===== src/rtl/fetch_consts.svh =====
`ifndef FETCH_CONSTS_SVH
`define FETCH_CONSTS_SVH

// Program counter width
`define FETCH_PC_WIDTH 32

// Target table index, taken from pc[6:2], giving 32 entries
`define FETCH_BTB_INDEX_WIDTH 5

// Pc bits above the index and the two low bits
`define FETCH_TAG_WIDTH 25

// Reset address of the first fetch
`define FETCH_START_ADDR 32'h0000_0000

`endif


===== src/rtl/fetch_pkg.sv =====
`default_nettype none

`include "fetch_consts.svh"

package fetch_pkg;

    // Instruction address
    typedef logic [`FETCH_PC_WIDTH-1:0] pc_t;

    // Target table addressing
    typedef logic [`FETCH_BTB_INDEX_WIDTH-1:0] btb_index_t;
    typedef logic [`FETCH_TAG_WIDTH-1:0] btb_tag_t;

    // Redirect generation, wraps after four redirects
    typedef logic [1:0] jump_flag_t;

    // Two-bit branch history counter
    typedef enum logic [1:0] {
        strong_taken     = 2'd0,
        taken            = 2'd1,
        not_taken        = 2'd2,
        strong_not_taken = 2'd3
    } history_t;

endpackage

`default_nettype wire


===== src/rtl/fetch_intf.sv =====
`default_nettype none

// Instruction command towards decode
interface fetch_cmd_if;
    logic                  valid;
    logic                  ready;
    fetch_pkg::pc_t        pc;
    fetch_pkg::pc_t        next_pc;
    fetch_pkg::jump_flag_t jump_flag;
    logic                  miss;
    fetch_pkg::history_t   history;

    // Payload source, valid flag owner and consumer
    modport src (output pc, next_pc, jump_flag, miss, history);
    modport flow (output valid, input ready);
    modport sink (input valid, pc, next_pc, jump_flag, miss, history, output ready);
endinterface

// Jump command from execute, a one-cycle strobe
interface jump_cmd_if;
    logic                valid;
    fetch_pkg::pc_t      current_pc;
    fetch_pkg::pc_t      actual_next_pc;
    logic                update_pc;
    logic                jumped;
    logic                branched;
    logic                miss;
    fetch_pkg::history_t history;

    modport src (
        output valid, current_pc, actual_next_pc, update_pc,
        output jumped, branched, miss, history
    );
    modport sink (
        input valid, current_pc, actual_next_pc, update_pc,
        input jumped, branched, miss, history
    );
endinterface

// Branch target table lookup and update
interface btb_if;
    // Lookup, answered combinationally
    fetch_pkg::pc_t      lookup_pc;
    logic                hit;
    fetch_pkg::pc_t      target;
    logic                predict_taken;
    fetch_pkg::history_t history;

    // Update, written at the next edge
    logic                upd_valid;
    fetch_pkg::pc_t      upd_pc;
    fetch_pkg::pc_t      upd_target;
    logic                upd_jumped;
    logic                upd_branched;
    logic                upd_miss;
    fetch_pkg::history_t upd_history;

    modport client (
        output lookup_pc,
        input hit, target, predict_taken, history,
        output upd_valid, upd_pc, upd_target, upd_jumped,
        output upd_branched, upd_miss, upd_history
    );
    modport tbl (
        input lookup_pc,
        output hit, target, predict_taken, history,
        input upd_valid, upd_pc, upd_target, upd_jumped,
        input upd_branched, upd_miss, upd_history
    );
endinterface

`default_nettype wire


===== src/rtl/branch_table.sv =====
`default_nettype none

`include "fetch_consts.svh"

module branch_table (
    input wire logic clk,
    input wire logic rst,
    btb_if.tbl       lookup
);

    localparam int entries = 2 ** `FETCH_BTB_INDEX_WIDTH;
    localparam int idx_lo  = 2;
    localparam int tag_lo  = `FETCH_BTB_INDEX_WIDTH + 2;

    // Entry fields, written on a jump and read asynchronously
    fetch_pkg::pc_t      target_mem [entries];
    fetch_pkg::btb_tag_t tag_mem    [entries];
    logic                jump_mem   [entries];
    fetch_pkg::history_t hist_mem   [entries];
    logic [entries-1:0]  entry_valid;

    fetch_pkg::btb_index_t rd_index;
    fetch_pkg::btb_tag_t   rd_tag;
    fetch_pkg::btb_index_t wr_index;
    fetch_pkg::btb_tag_t   wr_tag;
    fetch_pkg::history_t   wr_history;

    function automatic logic counter_taken(input fetch_pkg::history_t h);
        return (h == fetch_pkg::strong_taken) || (h == fetch_pkg::taken);
    endfunction

    // Counter step for an entry that was predicted
    function automatic fetch_pkg::history_t advance(
        input fetch_pkg::history_t h,
        input logic                branched
    );
        fetch_pkg::history_t n;
        case (h)
            fetch_pkg::strong_taken:
                n = branched ? fetch_pkg::strong_taken : fetch_pkg::taken;
            fetch_pkg::taken:
                n = branched ? fetch_pkg::strong_taken : fetch_pkg::strong_not_taken;
            fetch_pkg::not_taken:
                n = branched ? fetch_pkg::strong_taken : fetch_pkg::strong_not_taken;
            default:
                n = branched ? fetch_pkg::not_taken : fetch_pkg::strong_not_taken;
        endcase
        return n;
    endfunction

    // Lookup side
    assign rd_index = lookup.lookup_pc[tag_lo-1:idx_lo];
    assign rd_tag   = lookup.lookup_pc[`FETCH_PC_WIDTH-1:tag_lo];

    assign lookup.hit    = entry_valid[rd_index] && (tag_mem[rd_index] == rd_tag);
    assign lookup.target = target_mem[rd_index];

    // A miss reads as not taken, so no stale or unwritten counter leaks out
    assign lookup.history       = lookup.hit ? hist_mem[rd_index] : fetch_pkg::strong_not_taken;
    assign lookup.predict_taken = jump_mem[rd_index] || counter_taken(hist_mem[rd_index]);

    // Update side
    assign wr_index = lookup.upd_pc[tag_lo-1:idx_lo];
    assign wr_tag   = lookup.upd_pc[`FETCH_PC_WIDTH-1:tag_lo];

    always_comb begin
        if (lookup.upd_miss) begin
            // Fresh entry starts one step from the middle
            wr_history = lookup.upd_branched ? fetch_pkg::taken : fetch_pkg::not_taken;
        end else begin
            wr_history = advance(lookup.upd_history, lookup.upd_branched);
        end
    end

    always_ff @(posedge clk) begin
        if (lookup.upd_valid) begin
            target_mem[wr_index] <= lookup.upd_target;
            tag_mem[wr_index]    <= wr_tag;
            jump_mem[wr_index]   <= lookup.upd_jumped;
            hist_mem[wr_index]   <= wr_history;
        end
    end

    always_ff @(posedge clk) begin
        if (rst) begin
            entry_valid <= '0;
        end else if (lookup.upd_valid) begin
            entry_valid[wr_index] <= 1'b1;
        end
    end

endmodule

`default_nettype wire


===== src/rtl/fetch_flow.sv =====
`default_nettype none

module fetch_flow (
    input wire logic  clk,
    input wire logic  rst,
    fetch_cmd_if.flow cmd,
    output logic      mem_valid,
    input wire logic  mem_ready,
    output logic      enable
);

    // Bit 1 is the instruction command, bit 0 the memory request
    logic [1:0] valid_q;
    logic [1:0] ready;

    assign ready = {cmd.ready, mem_ready};

    // Every output is either empty or draining this cycle
    assign enable = &(~valid_q | ready);

    always_ff @(posedge clk) begin
        if (rst) begin
            valid_q <= '0;
        end else if (enable) begin
            // New fetch goes out on both outputs together
            valid_q <= '1;
        end else begin
            // Drop only the flags whose transfer happened
            valid_q <= valid_q & ~ready;
        end
    end

    assign cmd.valid = valid_q[1];
    assign mem_valid = valid_q[0];

endmodule

`default_nettype wire


===== src/rtl/fetch_top.sv =====
`default_nettype none

`include "fetch_consts.svh"

module fetch_top #(
    parameter fetch_pkg::pc_t start_addr = `FETCH_START_ADDR
) (
    input wire logic              clk,
    input wire logic              rst,

    // Instruction command to decode
    output logic                  cmd_valid,
    input wire logic              cmd_ready,
    output fetch_pkg::pc_t        cmd_pc,
    output fetch_pkg::pc_t        cmd_next_pc,
    output fetch_pkg::jump_flag_t cmd_jump_flag,
    output logic                  cmd_miss,
    output fetch_pkg::history_t   cmd_history,

    // Instruction memory read request
    output logic                  mem_valid,
    input wire logic              mem_ready,
    output fetch_pkg::pc_t        mem_addr,

    // Jump command from execute
    input wire logic              jump_valid,
    input wire fetch_pkg::pc_t    jump_current_pc,
    input wire fetch_pkg::pc_t    jump_actual_next_pc,
    input wire logic              jump_update_pc,
    input wire logic              jump_jumped,
    input wire logic              jump_branched,
    input wire logic              jump_miss,
    input var fetch_pkg::history_t jump_history
);

    fetch_cmd_if cmd ();
    jump_cmd_if  jump ();
    btb_if       btb ();

    logic enable;

    // Decode side of the command stream
    assign cmd.ready     = cmd_ready;
    assign cmd_valid     = cmd.valid;
    assign cmd_pc        = cmd.pc;
    assign cmd_next_pc   = cmd.next_pc;
    assign cmd_jump_flag = cmd.jump_flag;
    assign cmd_miss      = cmd.miss;
    assign cmd_history   = cmd.history;

    // Execute side of the jump stream
    assign jump.valid          = jump_valid;
    assign jump.current_pc     = jump_current_pc;
    assign jump.actual_next_pc = jump_actual_next_pc;
    assign jump.update_pc      = jump_update_pc;
    assign jump.jumped         = jump_jumped;
    assign jump.branched       = jump_branched;
    assign jump.miss           = jump_miss;
    assign jump.history        = jump_history;

    fetch_flow u_flow (
        .clk       (clk),
        .rst       (rst),
        .cmd       (cmd),
        .mem_valid (mem_valid),
        .mem_ready (mem_ready),
        .enable    (enable)
    );

    fetch_unit #(
        .start_addr (start_addr)
    ) u_unit (
        .clk      (clk),
        .rst      (rst),
        .enable   (enable),
        .cmd      (cmd),
        .jump     (jump),
        .btb      (btb),
        .mem_addr (mem_addr)
    );

    branch_table u_table (
        .clk    (clk),
        .rst    (rst),
        .lookup (btb)
    );

endmodule

`default_nettype wire


===== src/rtl/fetch_unit.sv =====
`default_nettype none

`include "fetch_consts.svh"

module fetch_unit #(
    parameter fetch_pkg::pc_t start_addr = `FETCH_START_ADDR
) (
    input wire logic       clk,
    input wire logic       rst,
    input wire logic       enable,
    fetch_cmd_if.src       cmd,
    jump_cmd_if.sink       jump,
    btb_if.client          btb,
    output fetch_pkg::pc_t mem_addr
);

    fetch_pkg::pc_t        pc_q;
    fetch_pkg::pc_t        next_pc;
    fetch_pkg::jump_flag_t jump_flag_q;
    logic                  miss_q;
    fetch_pkg::history_t   history_q;
    logic                  redirect;

    assign redirect = jump.valid && jump.update_pc;

    // Predict from the pc currently on the outputs
    assign btb.lookup_pc = pc_q;

    always_comb begin
        if (btb.hit && btb.predict_taken) begin
            next_pc = btb.target;
        end else begin
            next_pc = pc_q + fetch_pkg::pc_t'(4);
        end
    end

    // Pc and redirect generation
    always_ff @(posedge clk) begin
        if (rst) begin
            // First enabled edge steps onto start_addr
            pc_q        <= start_addr - fetch_pkg::pc_t'(4);
            jump_flag_q <= '0;
        end else if (redirect) begin
            // Redirect wins over a stall or a normal advance
            pc_q        <= jump.actual_next_pc;
            jump_flag_q <= jump_flag_q + 1'b1;
        end else if (enable) begin
            pc_q <= next_pc;
        end
    end

    // Prediction payload follows the pc on each fetch
    always_ff @(posedge clk) begin
        if (enable) begin
            miss_q    <= !btb.hit;
            history_q <= btb.history;
        end
    end

    // Every jump trains the table
    assign btb.upd_valid    = jump.valid;
    assign btb.upd_pc       = jump.current_pc;
    assign btb.upd_target   = jump.actual_next_pc;
    assign btb.upd_jumped   = jump.jumped;
    assign btb.upd_branched = jump.branched;
    assign btb.upd_miss     = jump.miss;
    assign btb.upd_history  = jump.history;

    assign cmd.pc        = pc_q;
    assign cmd.next_pc   = next_pc;
    assign cmd.jump_flag = jump_flag_q;
    assign cmd.miss      = miss_q;
    assign cmd.history   = history_q;

    assign mem_addr = pc_q;

endmodule

`default_nettype wire


===== config.mk =====
export PLATFORM = sky130hd
export DESIGN_NAME = fetch_top
export DESIGN_NICKNAME = d
export VERILOG_FILES = /design/src/rtl/fetch_pkg.sv /design/src/rtl/fetch_intf.sv /design/src/rtl/branch_table.sv /design/src/rtl/fetch_flow.sv /design/src/rtl/fetch_top.sv /design/src/rtl/fetch_unit.sv
export VERILOG_INCLUDE_DIRS = /design/src /design/src/rtl
export SDC_FILE = /design/constraint.sdc
export NUM_CORES = 2
export LEC_CHECK = 0
export BUFFER_PORTS_ARGS = -buffer_cell sky130_fd_sc_hd__buf_2
export CAP_MARGIN = 0
export CORE_MARGIN = 1.5
export CORE_UTILIZATION = 60
export DETAILED_ROUTE_END_ITERATION = 10
export GPL_ROUTABILITY_DRIVEN = 0
export GPL_TIMING_DRIVEN = 1
export PLACE_DENSITY = 0.83
export SETUP_SLACK_MARGIN = 0.05
export SYNTH_ARGS = -nofsm -noshare
export SYNTH_HDL_FRONTEND = slang
export SYNTH_SLANG_ARGS = --single-unit

===== constraint.sdc =====
create_clock -name clk -period 12.45 [get_ports clk]
set_input_delay 1.8675 -clock clk [delete_from_list [all_inputs] [get_ports clk]]
set_output_delay 1.8675 -clock clk [all_outputs]
set_load 0.05 [all_outputs]

### Word-level counts from Yosys, hierarchy flattened

Memories as Yosys holds them, arrays and structs flattened. A register that Yosys moved wholly into a read port is not among the register bits.
Index checks and enable logic that the tools add are counted.

| word-level totals | value |
|---|---|
| bits in writable memories | 1,920 |
| bits in registers | 71 |
| output and inout port bits | 103 |
| input port bits | 75 |
| memories kept | 4 |
| logic and storage cells | 60 |

| cells by class | value |
|---|---|
| muxes and demuxes | 24 |
| eq/ne operators | 4 |
| bitwise operators | 5 |
| reduce and logical (&&, ||, !) cells | 12 |
| magnitude comparators | 3 |
| add/sub/neg operators | 2 |

Memories:

| memory | depth | bits a word | rd ports | clocked after memory_dff | write ports | RTL line | text |
|---|---|---|---|---|---|---|---|
| u_table.target_mem | 32 | 32 | 1 | 1 | 1 | branch_table.sv:16 | `fetch_pkg::pc_t target_mem [entries];` |
| u_table.tag_mem | 32 | 25 | 1 | 1 | 1 | branch_table.sv:17 | `fetch_pkg::btb_tag_t tag_mem [entries];` |
| u_table.hist_mem | 32 | 2 | 1 | 1 | 1 | branch_table.sv:19 | `fetch_pkg::history_t hist_mem [entries];` |
| u_table.jump_mem | 32 | 1 | 1 | 1 | 1 | branch_table.sv:18 | `logic jump_mem [entries];` |

Operator list:

| kind | count |
|---|---|
| 32-bit 2-to-1 mux | 3 |
| 5-bit 2-to-1 mux | 8 |
| 32-bit by 3-bit adder with 32-bit output, second input constant | 1 |
| 32-bit OR | 1 |
| 25-bit == test | 1 |
| 5-bit by 6-bit less-than comparator with 1-bit output, second input constant | 2 |
| 2-bit 2-to-1 mux | 4 |
| 1-bit 2-to-1 mux | 6 |
| 1-bit binary-select mux with 5-bit select | 1 |
| 1-bit demux with 5-bit select | 1 |
| 5-bit by 1-bit greater-or-equal comparator with 1-bit output, second input constant | 1 |
| 2-bit by 1-bit == test with 1-bit output, second input constant | 2 |
| 1-bit logical AND | 4 |
| 2-bit logical NOT | 2 |
| 2-bit NOT | 2 |
| 2-bit case mux with 2 select lines | 1 |
| 2-bit by 1-bit adder with 2-bit output, second input constant | 1 |
| 2-bit bitwise AND | 1 |
| 2-bit == test, second input constant | 1 |
| 1-bit logical OR | 2 |
| 2-bit OR | 1 |
| 2-bit AND reduction | 1 |
| 2-bit nonzero test | 1 |
| 2-bit OR reduction | 1 |
| 1-bit logical NOT | 1 |

### Longest topological paths before layout

| logic depth | value |
|---|---|
| depth after elaboration | 9 |
| depth in mapped cells | 17 |
| gate-level depth less buffers | 10 |

### By module

Synthesis repeated with hierarchy kept, for this count alone.

| second synthesis, totals | value |
|---|---|
| cell total of the unflattened synthesis | 3,800 |
| area total of the unflattened synthesis | 78,958.2 µm² |

By module, submodules not included:

| module | instances | seq. area each (µm²) | cells each | area each (µm²) |
|---|---|---|---|---|
| branch_table | 1 | 58,295.9 | 3,258 | 74,965.6 |
| fetch_unit | 1 | 770.7 | 534 | 3,913.8 |
| fetch_flow | 1 | 40.0 | 8 | 78.8 |

### Least setup slack after synthesis

Ideal clock, no wire load.

| timing path | value |
|---|---|
| path type | reg2out |
| start | register u_unit.pc_q[3] (netlist: u_unit.btb.lookup_pc[3]) |
| end | output cmd_next_pc[11] |
| path slack | 6.632 ns |
| path buffers | 2 |
| required time | 10.582 ns |
| data arrival time | 3.950 ns |
| cell stages (with the launch flop) | 12 |
| path through | dfxtp_1 > buf_1 > mux4_2 > nor2b_1 > nor4_1 > nand3_1 > a21oi_1 > nand3_1 > or4_4 > nor4b_4 > buf_6 > mux2i_1 |

| between the ends | value |
|---|---|
| cells in the longest elaborated chain, start to end | 5 |
| elaborated cells on any way between the ends | 6 |
| those cells by class | 1 x add/sub; 3 x mux; 2 x reduce/logical |

RTL lines:

| element | RTL line | text |
|---|---|---|
| start: declaration | fetch_unit.sv:17 | `fetch_pkg::pc_t pc_q;` |
| start signal: assignment | fetch_unit.sv:41 | `pc_q <= start_addr - fetch_pkg::pc_t'(4);` |
| start signal: assignment | fetch_unit.sv:45 | `pc_q <= jump.actual_next_pc;` |
| start signal: assignment | fetch_unit.sv:48 | `pc_q <= next_pc;` |
| branches (longest 4 deep; another with 32-bit by 3-bit adder with 32-bit output) | -- |  |
| 32-bit 2-to-1 mux (*) | fetch_unit.sv:30 | `if (btb.hit && btb.predict_taken) begin` |
| end: declaration | fetch_top.sv:15 | `output fetch_pkg::pc_t cmd_next_pc,` |

Mark *: on every way between the ends. The select of a mux whose other input is x is not followed.

==> impl_metrics.json <==
{
  "clockRootBuffer": "clkbuf_16",
  "num_vias": 42900,
  "cts_tree": "built",
  "status": "finished clean",
  "cts_resized": 0,
  "synth-main-ff-cell": "edfxtp_1",
  "path_class": "register to output pin",
  "finalWorstSetupSlack_ns": 3.32,
  "grt_antenna_before_repair": 21,
  "critPathCaptureType": "output pin",
  "first_pass_iters": 6,
  "wl_per_cell_um": 36.9,
  "dr.first_iter.drc_count": 7536,
  "startpoint_type": "register",
  "slew_headroom": 0.121,
  "async_reset_ff_frac": 0,
  "post_route_cells_drive_above_1_share": 0.262,
  "p_leak_nw": 28.8,
  "ys_ff_latch": 1996,
  "holdCritPathClass": "register to register",
  "synth_top_area_frac": 0.736,
  "skew_ns": 0.0447,
  "clk_pin_slew_ns": 0.06,
  "syn_area_um2": 78400,
  "cp-endpoint": "cmd_next_pc[20]",
  "wirelength_um": 219000,
  "hpwlAfterDp_um": 113000,
  "min_period_ns": 9.13,
  "rows": 132,
  "cts_setup_buffers": 0,
  "rsz0062_at_grt": "no",
  "start_util": 0.605,
  "h-tree-depth": 4,
  "nets": 4101,
  "tightest_slew_ns": 1.31,
  "total_power_mw": 15.8,
  "reg2regPathDepth": 11,
  "synth_edf_count": 1923,
  "cts_buffer_depth": 3,
  "netlist_instances": 3807,
  "die_x_um": 365,
  "slew_violations": 0,
  "arrival_ns": 7.26,
  "worstPathRequired_ns": 10.58,
  "drv_cap": 0,
  "synth_area_leaders": "edfxtp_1, mux4_2, mux2i_1",
  "cts.sinks": 1996,
  "grt_pass1_wl_um": 306000,
  "yosysSeqAreaShare": 0.755,
  "die_h_um": 365,
  "dieArea_um2": 133000,
  "core_um2": 130000,
  "worst_skew_pair.late_latency_ns": 0.84,
  "synth_cell_types": 74,
  "portBuffers": 175,
  "final_cell_mix": "edfxtp_1, mux4_2, mux2i_1, clkbuf_16, buf_2",
  "hold_buffers": 0,
  "grt_usage": 0.331,
  "via_per_inst": 7.23,
  "final_common_cell": "edfxtp_1",
  "io_pins": 178,
  "fin_crit_sh": 0.734,
  "synth_top_area_cell": "edfxtp_1",
  "drc": 0,
  "synthesis.nets": 3884,
  "grt_pass1_vias": 43100,
  "setup_tns_ns": 0,
  "syn_area_per_cell_um2": 20.6,
  "final-setup-viol-count": 0,
  "powerDensity_nw_per_um2": 181,
  "clock.fmax_mhz": 110,
  "pre_cts_ws_ns": 4.48,
  "cts_buffers": 185,
  "grt_overflow_total": 0,
  "peakVddDrop_mv": 0.179,
  "yosys_warnings": 0,
  "postRouteAntennaNets": 0,
  "grt_start_max_net_pins": 150,
  "rrSetupSlack_ns": 6.12,
  "cp_max_fo": 36,
  "area_delta_synth_final_pct": 11.4,
  "finalHoldViolations": 0
}
## cell type report
| cell class | count | area (um2) |
|---|---|---|
| clock buffers | 252 | 5100 |
| repair buffers | 274 | 1680 |
| clock inverters | 92 | 1000 |
| multi-input cells | 1549 | 18100 |
| flip-flops and latches | 1996 | 59200 |
| inverters | 18 | 75.1 |
| well taps | 1742 | 2180 |
| diodes | 10 | 25.0 |
| fillers | 7489 | 42300 |
## per-layer routing
metal,up-vias,wire (um),global-route usage
li1,16100,-,-
met1,21800,71900,0.433
met2,4140,101000,0.504
met3,839,33900,0.116
met4,28,12000,0.158
met5,-,175,0
## where the power goes
group          switching [mW]  internal, mW
combinational            1.50         0.971
sequential              0.143          7.46
clock                    2.48          3.24
## cell usage after synthesis (all sizes together) (9+ instances only)
master / n
a22oi: 54
mux2i: 215
nand2b: 9
nand4: 9
nand2: 171
a211oi: 11
dfxtp: 73
nor2: 177
nand3: 51
nor2b: 15
o22ai: 10
o21ai: 23
a21oi: 53
xor2: 19
a221oi: 43
inv: 16
xnor2: 28
clkbuf: 81
mux2: 37
edfxtp: 1923
or2: 9
mux4: 463
buf: 163
nand3b: 10
nor3: 13
## worst min-delay path by stage
stage / startpoint / to / cells after the start
floorplan: u_table.entry_valid[10] / u_table.entry_valid[10] / 2
global placement: u_table.entry_valid[31] / u_table.entry_valid[31] / 2
global route: u_table.entry_valid[22] / u_table.entry_valid[22] / 2
detailed placement: u_table.entry_valid[26] / u_table.entry_valid[26] / 2
finish: u_table.entry_valid[31] / u_table.entry_valid[31] / 2
CTS: u_table.entry_valid[22] / u_table.entry_valid[22] / 2
## metrics by stage
step                      cell area, um2  cells   util  hold slack, ns
final                              87300   5933  0.674           0.479
after global routing               87300   5926  0.674           0.498
after CTS                          87300   5923  0.673           0.474
after detailed placement           81200   5579  0.626           0.456
after global placement             81200   5579  0.626           0.444
after floorplan                    78400   3807      -           0.435
## flip-flops by register name (all words and copies together), names as in the netlist, named ones only
name	cells
u_flow.valid_q	2
u_table.entry_valid	32
u_table.hist_mem	64
u_table.jump_mem	32
u_table.tag_mem	800
u_table.target_mem	1024
u_unit.btb.lookup_pc	32
u_unit.cmd.history	2
u_unit.cmd.jump_flag	2
u_unit.cmd.miss	1
## kinds of logic (layout without fill, tap and decap cells)
logic type / Yosys count / count (layout) / share of synthesized area
and+or+nand+nor: 512 / 512 / 0.0299
buffers and inverters: 262 / 636 / 0.0184
muxes: 715 / 715 / 0.166
AOI/OAI and AO/OA: 273 / 273 / 0.0253
DFF: 1996 / 1996 / 0.755
xor gates and xnor gates: 47 / 47 / 0.00525
other: 0 / 10 / 0
adders and majority gates: 2 / 2 / 0.000319
## critical path, stage by stage (launching register included)
cell	delay, ns
dfxtp_4	0.87
buf_4	0.59
nor2b_2	0.92
a221oi_1	0.24
a221oi_1	0.41
a31oi_1	0.17
xnor2_1	0.28
nand4_1	0.29
nor4_4	0.34
buf_4	0.47
nor4b_4	0.31
buf_4	0.34
mux2i_1	0.69
buf_2	0.39
No activity file was read; power rests on OpenSTA's default activity.
